<file path="src/common/soc_settings.svh">
`ifndef SOC_SETTINGS_SVH
`define SOC_SETTINGS_SVH

// word address, covers the whole 4K word map
`define SOC_ADDR_WIDTH      12

// bus word width
`define SOC_DATA_WIDTH      32

// timers in the bank, also the irq source count
`define SOC_TIMER_COUNT     3

// ram size in words
`define SOC_RAM_DEPTH       256

`endif
</file>
<file path="src/common/socPkg.sv">
`default_nettype none

`include "soc_settings.svh"

package socPkg;

    // bus vectors
    typedef logic [`SOC_ADDR_WIDTH-1:0]     addrT;
    typedef logic [`SOC_DATA_WIDTH-1:0]     dataT;
    typedef logic [`SOC_DATA_WIDTH/8-1:0]   bweT;
    // word offset inside a slave window
    typedef logic [7:0]                     offsetT;
    // one bit per interrupt source
    typedef logic [`SOC_TIMER_COUNT-1:0]    irqVecT;

    // request seen by every slave
    typedef struct packed {
        logic       read;
        logic       write;
        offsetT     offset;
        dataT       data;
        bweT        bwe;
    } slaveReqT;

    // registered read response from a slave
    typedef struct packed {
        logic       valid;
        dataT       data;
    } slaveRspT;

    typedef enum logic [1:0] {
        stopped,
        oneShot,
        periodic
    } timerStateT;

    // address map, word addresses
    localparam addrT        ramBase         = 12'h000;
    localparam addrT        timerBase       = 12'h100;
    localparam addrT        intcBase        = 12'h200;
    // timers and intc each own 4 words
    localparam int          windowWords     = 4;

    // timer registers
    localparam logic [1:0]  timerCountReg   = 2'd0;
    localparam logic [1:0]  timerReloadReg  = 2'd1;
    localparam logic [1:0]  timerControlReg = 2'd2;
    localparam int          ctrlEnableBit   = 0;
    localparam int          ctrlPeriodicBit = 1;

    // interrupt controller registers
    localparam logic [1:0]  intcPendingReg  = 2'd0;
    localparam logic [1:0]  intcMaskReg     = 2'd1;

endpackage

`default_nettype wire

</file>
<file path="src/hdl/readReturn.sv">
`timescale 1ns/1ps
`default_nettype none

`include "soc_settings.svh"

module readReturn import socPkg::*; (
    input  logic        clk,
    input  logic        rstN,
    input  slaveRspT    ramRsp,
    input  slaveRspT    timerRsp [`SOC_TIMER_COUNT],
    input  slaveRspT    intcRsp,
    input  slaveReqT    missReq,
    output logic        readValid,
    output dataT        dataOut
);

    // data only counts when its valid is set
    function automatic dataT gated(input slaveRspT r);
        return r.valid ? r.data : '0;
    endfunction

    logic       missValid;
    slaveRspT   merged;

    // unmapped read, stands in for a slave stage
    always_ff @(posedge clk) begin
        if (!rstN) begin
            missValid <= 1'b0;
        end else begin
            missValid <= missReq.read;
        end
    end

    // one valid at most per cycle, plain OR is enough
    // the miss contributes zero data
    always_comb begin
        merged.valid = missValid | ramRsp.valid | intcRsp.valid;
        merged.data  = gated(ramRsp) | gated(intcRsp);
        for (int i = 0; i < `SOC_TIMER_COUNT; i++) begin
            merged.valid = merged.valid | timerRsp[i].valid;
            merged.data  = merged.data | gated(timerRsp[i]);
        end
    end

    // second read stage onto the bus
    always_ff @(posedge clk) begin
        dataOut <= merged.data;
        if (!rstN) begin
            readValid <= 1'b0;
        end else begin
            readValid <= merged.valid;
        end
    end

endmodule

`default_nettype wire

</file>
<file path="config.mk">
export PLATFORM = sky130hd
export DESIGN_NAME = readReturn
export DESIGN_NICKNAME = d
export VERILOG_FILES = /design/src/common/socPkg.sv /design/src/hdl/readReturn.sv
export VERILOG_INCLUDE_DIRS = /design/src /design/src/common
export SDC_FILE = /design/constraint.sdc
export NUM_CORES = 1
export LEC_CHECK = 0
export ABC_AREA = 1
export BUFFER_PORTS_ARGS = -buffer_cell sky130_fd_sc_hd__buf_4
export CAP_MARGIN = 20
export CORE_AREA = 2 2 94 96
export CTS_CLUSTER_SIZE = 16
export DETAILED_ROUTE_END_ITERATION = 8
export DIE_AREA = 0 0 96 98
export SYNTH_ARGS = -nofsm -noshare
export SYNTH_HDL_FRONTEND = slang
export SYNTH_SLANG_ARGS = --single-unit
</file>
<file path="constraint.sdc">
create_clock -name clk -period 1.13 [get_ports clk]
set_input_delay 0.226 -clock clk [delete_from_list [all_inputs] [get_ports clk]]
set_output_delay 0.226 -clock clk [all_outputs]
set_load 0.05 [all_outputs]
</file>
==> metrics.sh, run 1 <==
OUTCOME='finished, final reports clean'
YOSYS_TOP_CELL_AREA_SHARE=0.397
WORST_SETUP_PATH_STARTPOINT='dataOut[0]'
PLACE_INST=638
REQUIRED_TIME_WORST_ENDPOINT_NS=0.90
POWER.DENSITY_CELL_AREA_nW_PER_UM2=984
TRITONCTS.NUM_BUFFERS=5
FLOORPLAN.DIE.HEIGHT_UM=98
GR-USAGE-ALL-LAYERS=0.162
TIMING.RR.START='missValid'
CTS_SETUP_BUFFERS=0
YS_ASYNC_SR_FRACTION=0
GRT_REMAINING_OVERFLOW=0
POST-DP-HPWL_UM=5740
ANT_NETS_AFTER_ROUTE=0
SYN_INST=350
MAX-VDD-IR-DROP_mV=0.392
WORST-ENDPOINT-ARRIVAL_NS=0.81
SYNTHTOPCELLSBYCOUNT='sky130_fd_sc_hd__nand2_1 (225), sky130_fd_sc_hd__dfxtp_1 (34), sky130_fd_sc_hd__inv_1 (34), sky130_fd_sc_hd__nand3b_1 (32), sky130_fd_sc_hd__buf_6 (16)'
WIRE_PER_INST_UM=12.1
SYNTH.FF_LATCH_COUNT=34
NUM_IO_PINS=246
CRIT_FANOUT=1
YS_TOP_CELLS_BY_AREA='sky130_fd_sc_hd__nand2_1 (40%), sky130_fd_sc_hd__dfxtp_1 (32%), sky130_fd_sc_hd__nand3b_1 (11%)'
NNETSFINAL=750
TIMING.FINAL.WS_SETUP_NS=0.0955
CTS.REPORTEDPATHS.CLKPINSLEW_NS=0.07
NUM_VIAS=2702
STARTPOINT_CLASS='flop'
DESIGN.DIE.AREA_UM2=9410
ANTENNA_FOUND_INITIAL=0
HP-CLASS='in2reg'
YS.WARNINGS.COUNT=0
SYNTH_SEQUENTIAL_AREA_RATIO=0.320
CTS_TREE='built'
PORT_BUFFERS=200
POSTSYNTHAREAPERCELL_UM2=6.08
POST-ROUTE-DRC-COUNT=0
FINAL_MIN_PERIOD_OVER_CLOCK_PERIOD=0.915
LEAKAGEPOWER_nW=2.15
REPORT.FINAL.SETUP_VIOL=0
AREAGROWTHSYNTHTOFINISH_PCT=71.3
SLEW_VIOLATIONS=0
CLOCK_SINK_COUNT=34
CTS-ROOT-BUF='sky130_fd_sc_hd__clkbuf_8'
TIMING.CLOCK.SKEW_NS=0.000372
DRIVE_GT1_FRAC=0.390
POST_CTS_REPAIR_RESIZE_COUNT=0
PLACEABLECOREAREA_UM2=8470
DETAILEDROUTE.FIRSTITERATIONVIOLATIONS=46
HOLD_VIOLATIONS=0
SLEW_WORST_PIN_NS=0.417
FIN_SETUP_TNS_NS=0
CELL_BY_CELL_LISTING_OF_THE_CRITICAL_PATH='buf_4'
CRITICAL-PATH-TOP-DELAY-FAMILY='flip-flops'
FILLER_CELL_COUNT=900
WORST_PATH_LARGEST_CELL_DELAY_NS=0.32
SLEW-LIMIT-HEADROOM=0.722
YOSYS.CELL_COUNT.TOP_TYPE='sky130_fd_sc_hd__nand2_1'
TIMING_WORST_SETUP_PATH_TYPE='reg2out'
ROWS=34
ANTENNA-DIODE-COUNT=0
SYNTH_CELL_TYPE_COUNT=12
DETAIL_ROUTE.WIRELENGTH_UM=7810
MULTI_INPUT_AREA_UM2=1120
DR.PASS1.ITERS=4
VIAS_IN_THE_FIRST_GLOBAL_ROUTE=2635
SYNTH_ENABLE_FLOP_CELLS=0
DRV.MAX_CAP_VIOLATION_COUNT=0
LIBRARY_CELL_WITH_THE_LARGEST_SUMMED_AREA_AFTER_SYNTHESIS='sky130_fd_sc_hd__nand2_1'
CP-END-KIND='primary output'
CLOCK_PATH_BUFFERS=2
SYNTHFLOPTYPE='sky130_fd_sc_hd__dfxtp_1'
GP_ROUTABILITY_CONGESTION=0.812
MAPPEDNETLISTAREA_UM2=2130
WIRE_LENGTH_OF_THE_FIRST_GLOBAL_ROUTING_PASS_UM=12000
INITIAL_UTILIZATION=0.251
INSERTION_DELAY_NS=0.28
FF_LATCH_AREA_UM2=681
REPORT.POWER.TOTAL_mW=3.59
RSZ0062_AT_GRT='false'
CTS-HOLD-FIX-BUFFERS=0
POST_DRT_VIA_CELL_RATIO=4.20
GRT_MAX_DEGREE=34
FMAX_MHz=967
PLACE_WORST_SETUP_SLACK_NS=0.161
POSTSYNTHNETCOUNT=563
PATH_BUF_INV=1
FLOORPLAN.DIE.WIDTH_UM=96
POST-ROUTE-MIN-PERIOD_NS=1.03
CRITPATHSLOWESTCELL='sky130_fd_sc_hd__dfxtp_1'
CTSHTREEMAXLEVEL=2
WORST_HOLD_STARTPOINT='missReq[45]'
FINAL_CELL_COUNT_NO_FILL=644
state kept, by name, summed over array words and instances (netlist names):
signal     count
missValid      1
dataOut       32
readValid      1
per-layer routing:
metal	vias up	share of wire	track usage
met5	-	0	0
met4	0	0.018	0.0495
met3	12	0.11	0.0540
met2	135	0.50	0.294
met1	1154	0.37	0.173
li1	1401	-	-
power breakdown:
| part | leakage [nW] | internal (mW) | switching, mW |
|---|---|---|---|
| sequential | 0.284 | 1.30 | 0.0269 |
| combinational | 1.82 | 0.639 | 0.720 |
| clock | 0.0431 | 0.470 | 0.431 |
metrics by stage:
| step | cell area (um^2) | utilization | hold WS, ns |
|---|---|---|---|
| global placement | 3560 | 0.421 | 0.414 |
| global route | 3640 | 0.431 | 0.139 |
| floorplan | 2130 | - | 0.319 |
| CTS | 3640 | 0.431 | 0.119 |
| finish | 3640 | 0.431 | 0.135 |
| detailed placement | 3560 | 0.421 | 0.424 |
placed cells by master, fill, tap and decap left out:
master                       n
sky130_fd_sc_hd__nand2_2     1
sky130_fd_sc_hd__nand3b_1   32
sky130_fd_sc_hd__nor2_1      1
sky130_fd_sc_hd__nand2_1   225
sky130_fd_sc_hd__nor2_4      1
sky130_fd_sc_hd__inv_1      34
sky130_fd_sc_hd__nand3_1     1
sky130_fd_sc_hd__buf_4     200
sky130_fd_sc_hd__nor2_2      1
sky130_fd_sc_hd__clkbuf_8    6
sky130_fd_sc_hd__dfxtp_1    34
area by class of cell:
class / count / area share
sequential: 34 / 0.187
inverter: 34 / 0.0350
tap: 108 / 0.0371
clock buffer: 6 / 0.0227
timing repair buffer: 200 / 0.412
multi-input combinational: 262 / 0.307
kinds of logic (layout without fill, tap and decap cells):
logic type             count (synthesis)  count (layout)  synth area share
and+or+nand+nor                      262             262             0.525
DFF                                   34              34             0.320
buffers and inverters                 54             240             0.155
worst paths after layout:
check                to  slack, ns  cells after the start
min reg2reg   readValid       0.53                      4
max          dataOut[0]        0.1                      1
max reg2reg   readValid       0.47                      4
min           missValid       0.14                      3
(Power assumes the default switching activity.)
==> run 2: changes to the inputs <==
--- a/config.mk
+++ b/config.mk
@@ -9,10 +9,13 @@
 export ABC_AREA = 1
 export BUFFER_PORTS_ARGS = -buffer_cell sky130_fd_sc_hd__buf_4
 export CAP_MARGIN = 20
-export CORE_AREA = 2 2 94 96
+export CELL_PAD_IN_SITES_DETAIL_PLACEMENT = 2
+export CELL_PAD_IN_SITES_GLOBAL_PLACEMENT = 2
+export CORE_ASPECT_RATIO = 1.25
+export CORE_UTILIZATION = 15
 export CTS_CLUSTER_SIZE = 16
 export DETAILED_ROUTE_END_ITERATION = 8
-export DIE_AREA = 0 0 96 98
+export PLACE_DENSITY_LB_ADDON = 0.1
 export SYNTH_ARGS = -nofsm -noshare
 export SYNTH_HDL_FRONTEND = slang
 export SYNTH_SLANG_ARGS = --single-unit
==> run 2 against run 1 <==
Net effect: worst setup slack better by 0.012 ns; wire length grew 34%; via count increased by 5.6%; hold slack got worse by 0.0020 ns; critical path depth did not move; first-iteration DRC count fell by 48%; non-clock buffer count up 7; total power rose by 15%; die area increased by 56%; clock power increased by 50%; final cell count increased by 12%; sequential cell count did not move.
==> metrics.sh, run 2 (synthesis gave the netlist of run 1 again) <==
AREAGROWTHSYNTHTOFINISH_PCT=84.1
WORST_PATH_LARGEST_CELL_DELAY_NS=0.32  # about the same
CTS-ROOT-BUF='sky130_fd_sc_hd__clkbuf_16'
CTS-HOLD-FIX-BUFFERS=0  # unchanged
ROWS=48  # +41%
LARGEST_REG_FLOPS=32  # unchanged
REGTOREGENDPOINT='readValid'
LEAKAGEPOWER_nW=2.23  # +4.0%
CTSHTREEMAXLEVEL=2  # unchanged
PLACE_WORST_SETUP_SLACK_NS=0.126  # -0.0348 ns
SLEW-LIMIT-HEADROOM=0.722  # about the same
R2R_SLACK_NS=0.46  # about the same
STARTPOINT_CLASS='flop'
RSZ0062_AT_GRT='false'
LAYOUT_COMMON_CELLS='sky130_fd_sc_hd__nand2_1 (225), sky130_fd_sc_hd__buf_4 (200), sky130_fd_sc_hd__inv_1 (34), sky130_fd_sc_hd__dfxtp_1 (34), sky130_fd_sc_hd__nand3b_1 (32)'
WORST-ENDPOINT-ARRIVAL_NS=0.80  # about the same
TIMING_WORST_SETUP_PATH_TYPE='reg2out'
LAYOUT.CELLS.MOST_COMMON='sky130_fd_sc_hd__nand2_1'
TIMING.FINAL.WS_SETUP_NS=0.107  # +0.0117 ns
REPORT.POWER.TOTAL_mW=4.13  # +15%
DESIGN.DIE.AREA_UM2=14700  # +56%
CRIT_FANOUT=1  # unchanged
CRITPATHSLOWESTCELL='sky130_fd_sc_hd__dfxtp_1'
WORST_HOLD_MARGIN_NS=0.133  # -0.00196 ns
GRT_MAX_DEGREE=34  # unchanged
WIRE_PER_INST_UM=14.6  # +20%
FMAX_MHz=978  # +1.1%
PLACEABLECOREAREA_UM2=13800  # +63%
TIMING.RR.START='missValid'
STDCELL_AREA_UM2=3920  # +7.5%
INITIAL_UTILIZATION=0.154  # -0.0973
TIMING.CLOCK.SKEW_NS=0.000165  # -0.000208 ns
PATH_BUF_INV=1  # unchanged
GR-USAGE-ALL-LAYERS=0.145  # -0.0170
CRITICAL-PATH-TOP-DELAY-FAMILY='flip-flops'
WORST_SETUP_PATH_STARTPOINT='dataOut[16]'
INSERTION_DELAY_NS=0.28  # about the same
ANTENNA-DIODE-COUNT=0  # unchanged
POST_PLACE_INSTANCE_AREA_UM2=3790  # +6.3%
TIMING.REG2REG.WORST_PATH_DEPTH=4  # unchanged
CLOCK_PATH_BUFFERS=2  # unchanged
OUTCOME='finished, final reports clean'
POST_DRT_VIA_CELL_RATIO=3.97  # -5.4%
NNETSFINAL=757  # +0.93%
CP-END-KIND='primary output'
POWER.DENSITY_CELL_AREA_nW_PER_UM2=1050  # +7.1%
CTS_SETUP_BUFFERS=0  # unchanged
SLEW_VIOLATIONS=0  # unchanged
POST-DP-HPWL_UM=8140  # +42%
ENDPOINT='dataOut[16]'
WIRE_LENGTH_OF_THE_FIRST_GLOBAL_ROUTING_PASS_UM=15800  # +32%
HP-CLASS='in2reg'
FLOORPLAN.DIE.HEIGHT_UM=135  # +38%
FLOORPLAN.DIE.WIDTH_UM=109  # +13%
CP.DEPTH=1  # unchanged
MAX-VDD-IR-DROP_mV=0.509  # +30%
PLACE_INST=712  # +12%
DR.PASS1.ITERS=2  # -2
FINAL_MIN_PERIOD_OVER_CLOCK_PERIOD=0.905  # -0.0104
FINAL_CELL_COUNT_NO_FILL=719  # +12%
POST-ROUTE-MIN-PERIOD_NS=1.02  # -0.0117 ns
REPORT.FINAL.SETUP_VIOL=0  # unchanged
FINAL_CORE_UTILIZATION=0.284  # -0.147
PORT_BUFFERS=200  # unchanged
CTS.REPORTEDPATHS.CLKPINSLEW_NS=0.06  # about the same
GRT_REMAINING_OVERFLOW=0  # unchanged
TRITONCTS.NUM_BUFFERS=5  # unchanged
NUM_IO_PINS=246  # unchanged
POST_CTS_REPAIR_RESIZE_COUNT=0  # unchanged
CLOCK_SINK_COUNT=34  # unchanged
VIAS_IN_THE_FIRST_GLOBAL_ROUTE=3136  # +19%
FILLER_CELL_COUNT=1736  # +93%
ANT_NETS_AFTER_ROUTE=0  # unchanged
ANTENNA_FOUND_INITIAL=0  # unchanged
POST-ROUTE-DRC-COUNT=0  # unchanged
CELL_BY_CELL_LISTING_OF_THE_CRITICAL_PATH='buf_4'
HOLD_VIOLATIONS=0  # unchanged
GP_ROUTABILITY_CONGESTION=0.713  # -12%
DRV.MAX_CAP_VIOLATION_COUNT=0  # unchanged
REQUIRED_TIME_WORST_ENDPOINT_NS=0.90  # about the same
DETAIL_ROUTE.WIRELENGTH_UM=10500  # +34%
SLEW_WORST_PIN_NS=0.417  # -0.000167 ns
TOP_REG_BY_FLOPS='dataOut'
CTS_TREE='built'
DETAILEDROUTE.FIRSTITERATIONVIOLATIONS=24  # -48%
DRIVE_GT1_FRAC=0.395  # +0.00530
FIN_SETUP_TNS_NS=0  # unchanged
LAYOUT_TOP_REGISTERS='dataOut: 32 flops, missValid: 1 flops, readValid: 1 flops'
NUM_VIAS=2854  # +5.6%
[run 2: final cells by class]
class / instances / area [um^2] / share of cell area
clock buffers: 7 / 133 / 0.0338
inverters: 34 / 128 / 0.0326
multi-input cells: 262 / 1120 / 0.285
flip-flops and latches: 34 / 681 / 0.174
well taps: 175 / 219 / 0.0559
repair buffers: 207 / 1640 / 0.419
[run 2: power breakdown]
part | total (mW) | internal [mW] | switching [mW]
sequential | 1.33 | 1.30 | 0.0254
clock | 1.35 | 0.808 | 0.545
combinational | 1.45 | 0.689 | 0.760
total | 4.13 | 2.80 | 1.33
[run 2: metal layers]
metal	up-vias	GRT usage	part of all wire	wire [um]
met3	6	0.0486	0.084	880
li1	1417	-	-	-
met4	0	0.0360	0.010	107
met1	1319	0.150	0.37	3850
met5	-	0	0	0
met2	112	0.274	0.54	5640
[run 2: how the worst min path moves through the flow]
stage	to	slack, ns	start	cells after the start
3_3_place_gp	missValid	0.41	missReq[45]	3
3_5_place_dp	missValid	0.43	missReq[45]	3
4_1_cts	missValid	0.13	missReq[45]	3
5_1_grt	missValid	0.14	missReq[45]	3
6_report	missValid	0.13	missReq[45]	3
2_1_floorplan	missValid	0.32	missReq[45]	2
[run 2: worst min-delay path, delay by kind of cell]
kind / cells / cell delay [ns]
buffers and inverters: 2 / 0.13
and+or+nand+nor: 1 / 0.04
==> run 3: changes to the inputs <==
--- a/config.mk
+++ b/config.mk
@@ -6,13 +6,13 @@
 export SDC_FILE = /design/constraint.sdc
 export NUM_CORES = 1
 export LEC_CHECK = 0
-export ABC_AREA = 1
+export ABC_AREA = 0
 export BUFFER_PORTS_ARGS = -buffer_cell sky130_fd_sc_hd__buf_4
 export CAP_MARGIN = 20
 export CELL_PAD_IN_SITES_DETAIL_PLACEMENT = 2
 export CELL_PAD_IN_SITES_GLOBAL_PLACEMENT = 2
 export CORE_ASPECT_RATIO = 1.25
-export CORE_UTILIZATION = 15
+export CORE_UTILIZATION = 12
 export CTS_CLUSTER_SIZE = 16
 export DETAILED_ROUTE_END_ITERATION = 8
 export PLACE_DENSITY_LB_ADDON = 0.1
==> run 3 against run 2 <==
Net effect: first-iteration DRC count rose to 6.5 times the previous value; synthesized cell count fell by 57%; largest power group is now clock; wire length fell by 11%; non-clock buffer count rose by 1; register-to-register slack barely moved; critical path type unchanged; critical endpoint is now dataOut[23].
==> metrics.sh, run 3 <==
POST-DP-HPWL_UM=7150  # -12%
GR-USAGE-ALL-LAYERS=0.145  # about the same
TIMING.CLOCK.SKEW_NS=0.00217  # +0.00200 ns
FMAX_MHz=980  # +0.28%
LEAKAGEPOWER_nW=1.58  # -29%
SYNTH_SEQUENTIAL_AREA_RATIO=0.466  # +0.146
SYNTH_CELL_TYPE_COUNT=10  # -2
LAYOUT_TOP_REGISTERS='dataOut: 32 flops, missValid: 1 flops, readValid: 1 flops'
WORST-ENDPOINT-ARRIVAL_NS=0.79  # about the same
LAYOUT_COMMON_CELLS='sky130_fd_sc_hd__buf_4 (207), sky130_fd_sc_hd__dfxtp_1 (34), sky130_fd_sc_hd__a222oi_1 (32), sky130_fd_sc_hd__a22oi_1 (32), sky130_fd_sc_hd__nand2_1 (32)'
ANTENNA_FOUND_INITIAL=0  # unchanged
POWER.DENSITY_CELL_AREA_nW_PER_UM2=1210  # +15%
ANTENNA-DIODE-COUNT=0  # unchanged
DETAILEDROUTE.FIRSTITERATIONVIOLATIONS=156  # +550%
GRT_REMAINING_OVERFLOW=0  # unchanged
OUTCOME='finished, final reports clean'
VIAS_IN_THE_FIRST_GLOBAL_ROUTE=2483  # -21%
HP-CLASS='in2reg'
DETAIL_ROUTE.WIRELENGTH_UM=9310  # -11%
POSTSYNTHAREAPERCELL_UM2=9.61  # +58%
NUM_IO_PINS=246  # unchanged
POST_DRT_VIA_CELL_RATIO=4.34  # +9.4%
DESIGN.DIE.AREA_UM2=12600  # -14%
FIN_SETUP_TNS_NS=0  # unchanged
WORST_PATH_LARGEST_CELL_DELAY_NS=0.32  # about the same
PATH_BUF_INV=1  # unchanged
CRITICAL-PATH-TOP-DELAY-FAMILY='flip-flops'
STARTPOINT_CLASS='flop'
SYNTH_ENABLE_FLOP_CELLS=0  # unchanged
FLOORPLAN.DIE.WIDTH_UM=101  # -7.3%
LIBRARY_CELL_WITH_THE_LARGEST_SUMMED_AREA_AFTER_SYNTHESIS='sky130_fd_sc_hd__dfxtp_1'
CLOCK_SINK_COUNT=34  # unchanged
CRIT_FANOUT=1  # unchanged
CTS-ROOT-BUF='sky130_fd_sc_hd__clkbuf_16'
SYNTH.FF_LATCH_COUNT=34  # unchanged
AREAGROWTHSYNTHTOFINISH_PCT=126
REQUIRED_TIME_WORST_ENDPOINT_NS=0.90  # about the same
MAPPEDNETLISTAREA_UM2=1460  # -31%
YS.WARNINGS.COUNT=0  # unchanged
POST-ROUTE-DRC-COUNT=0  # unchanged
CTS_SETUP_BUFFERS=0  # unchanged
GRT_MAX_DEGREE=34  # unchanged
TRITONCTS.NUM_BUFFERS=5  # unchanged
PLACE_WORST_SETUP_SLACK_NS=-0.154  # -0.281 ns
CTS-HOLD-FIX-BUFFERS=0  # unchanged
NUM_VIAS=2214  # -22%
POSTSYNTHNETCOUNT=365  # -35%
DR.PASS1.ITERS=5  # +3
DRIVE_GT1_FRAC=0.616  # +0.221
SYNTHFLOPTYPE='sky130_fd_sc_hd__dfxtp_1'
POST-ROUTE-MIN-PERIOD_NS=1.02  # -0.00281 ns
LARGEST_REG_FLOPS=32  # unchanged
TIMING.FINAL.WS_SETUP_NS=0.110  # +0.00281 ns
YS_ASYNC_SR_FRACTION=0  # unchanged
SLEW_VIOLATIONS=0  # unchanged
GP_ROUTABILITY_CONGESTION=0.690  # -3.2%
INITIAL_UTILIZATION=0.125  # -0.0296
FINAL_MIN_PERIOD_OVER_CLOCK_PERIOD=0.903  # -0.00249
INSERTION_DELAY_NS=0.28  # about the same
FLOORPLAN.DIE.HEIGHT_UM=125  # -7.3%
HOLD_VIOLATIONS=0  # unchanged
ROWS=44  # -8.3%
LAYOUT.CELLS.MOST_COMMON='sky130_fd_sc_hd__buf_4'
REPORT.POWER.TOTAL_mW=4.01  # -2.9%
CTS.REPORTEDPATHS.CLKPINSLEW_NS=0.05  # about the same
POST_CTS_REPAIR_RESIZE_COUNT=0  # unchanged
SYNTHTOPCELLSBYCOUNT='sky130_fd_sc_hd__dfxtp_1 (34), sky130_fd_sc_hd__a222oi_1 (32), sky130_fd_sc_hd__a22oi_1 (32), sky130_fd_sc_hd__nand2_1 (32), sky130_fd_sc_hd__clkbuf_1 (15)'
CLOCK_PATH_BUFFERS=2  # unchanged
WIRE_PER_INST_UM=18.3  # +25%
YS_TOP_CELLS_BY_AREA='sky130_fd_sc_hd__dfxtp_1 (47%), sky130_fd_sc_hd__a222oi_1 (22%), sky130_fd_sc_hd__a22oi_1 (16%)'
TOP_REG_BY_FLOPS='dataOut'
YOSYS.CELL_COUNT.TOP_TYPE='sky130_fd_sc_hd__dfxtp_1'
NNETSFINAL=561  # -26%
SLEW_WORST_PIN_NS=0.448  # +0.0310 ns
PLACEABLECOREAREA_UM2=11700  # -15%
CELL_BY_CELL_LISTING_OF_THE_CRITICAL_PATH='buf_4'
WIRE_LENGTH_OF_THE_FIRST_GLOBAL_ROUTING_PASS_UM=13600  # -14%
REPORT.FINAL.SETUP_VIOL=0  # unchanged
MAX-VDD-IR-DROP_mV=0.464  # -8.8%
PORT_BUFFERS=200  # unchanged
CRITPATHSLOWESTCELL='sky130_fd_sc_hd__dfxtp_1'
YOSYS_TOP_CELL_AREA_SHARE=0.466  # +0.0693
SYN_INST=152  # -57%
ANT_NETS_AFTER_ROUTE=0  # unchanged
CTSHTREEMAXLEVEL=2  # unchanged
DRV.MAX_CAP_VIOLATION_COUNT=0  # unchanged
TIMING_WORST_SETUP_PATH_TYPE='reg2out'
CTS_TREE='built'
SLEW-LIMIT-HEADROOM=0.701  # -0.0206
CP-END-KIND='primary output'
RSZ0062_AT_GRT='false'
==> run 3: cell count changes after synthesis, moves of 15 or more <==
cell                       delta
sky130_fd_sc_hd__nand3b_1    -32
sky130_fd_sc_hd__a22oi_1     +32
sky130_fd_sc_hd__clkbuf_1    +15
sky130_fd_sc_hd__a222oi_1    +32
sky130_fd_sc_hd__inv_1       -34
sky130_fd_sc_hd__buf_6       -16
sky130_fd_sc_hd__nand2_1    -193
==> run 3: cells by family after synthesis <==
kind of cell / after synthesis / share of synthesized area
AOI/OAI and AO/OA: 65 / 0.390
buffers and inverters: 19 / 0.0523
DFF: 34 / 0.466
and+or+nand+nor: 34 / 0.0917
==> run 3: layout make-up <==
type,instances,area [um^2]
Clock buffer,7,143
Clock inverter,1,5.00
Fill cell,1349,8420
Multi-Input combinational cell,99,703
Sequential cell,34,681
Tap cell,161,201
Timing Repair Buffer,208,1570
==> run 3: through the flow <==
stage	std cells	util	instance area, um^2	hold WS (ns)
after floorplan	152	-	1460	0.346
after global placement	502	0.269	3160	0.436
after detailed placement	502	0.269	3160	0.438
after CTS	510	0.282	3310	0.136
after global routing	510	0.282	3310	0.152
final	510	0.282	3310	0.149
==> run 3: per-layer routing <==
metal	wire length [um]	GRT usage	vias to the layer above
met4	176	0.0486	0
li1	-	-	1028
met5	0	0	-
met2	4740	0.261	137
met3	969	0.0576	12
met1	3430	0.151	1037
==> run 3: worst paths after layout <==
kind | startpoint | to | slack [ns] | cells past startpoint
max | dataOut[23] | dataOut[23] | 0.11 | 1
min | missReq[45] | missValid | 0.15 | 2
max reg2reg | missValid | readValid | 0.47 | 1
min reg2reg | missValid | readValid | 0.45 | 1
==> run 3: where the power goes <==
| group | internal, mW | leakage [nW] | switching (mW) |
|---|---|---|---|
| Combinational | 0.627 | 1.22 | 0.673 |
| Clock | 0.873 | 0.0739 | 0.510 |
| Sequential | 1.30 | 0.284 | 0.0259 |
| Total | 2.80 | 1.58 | 1.21 |
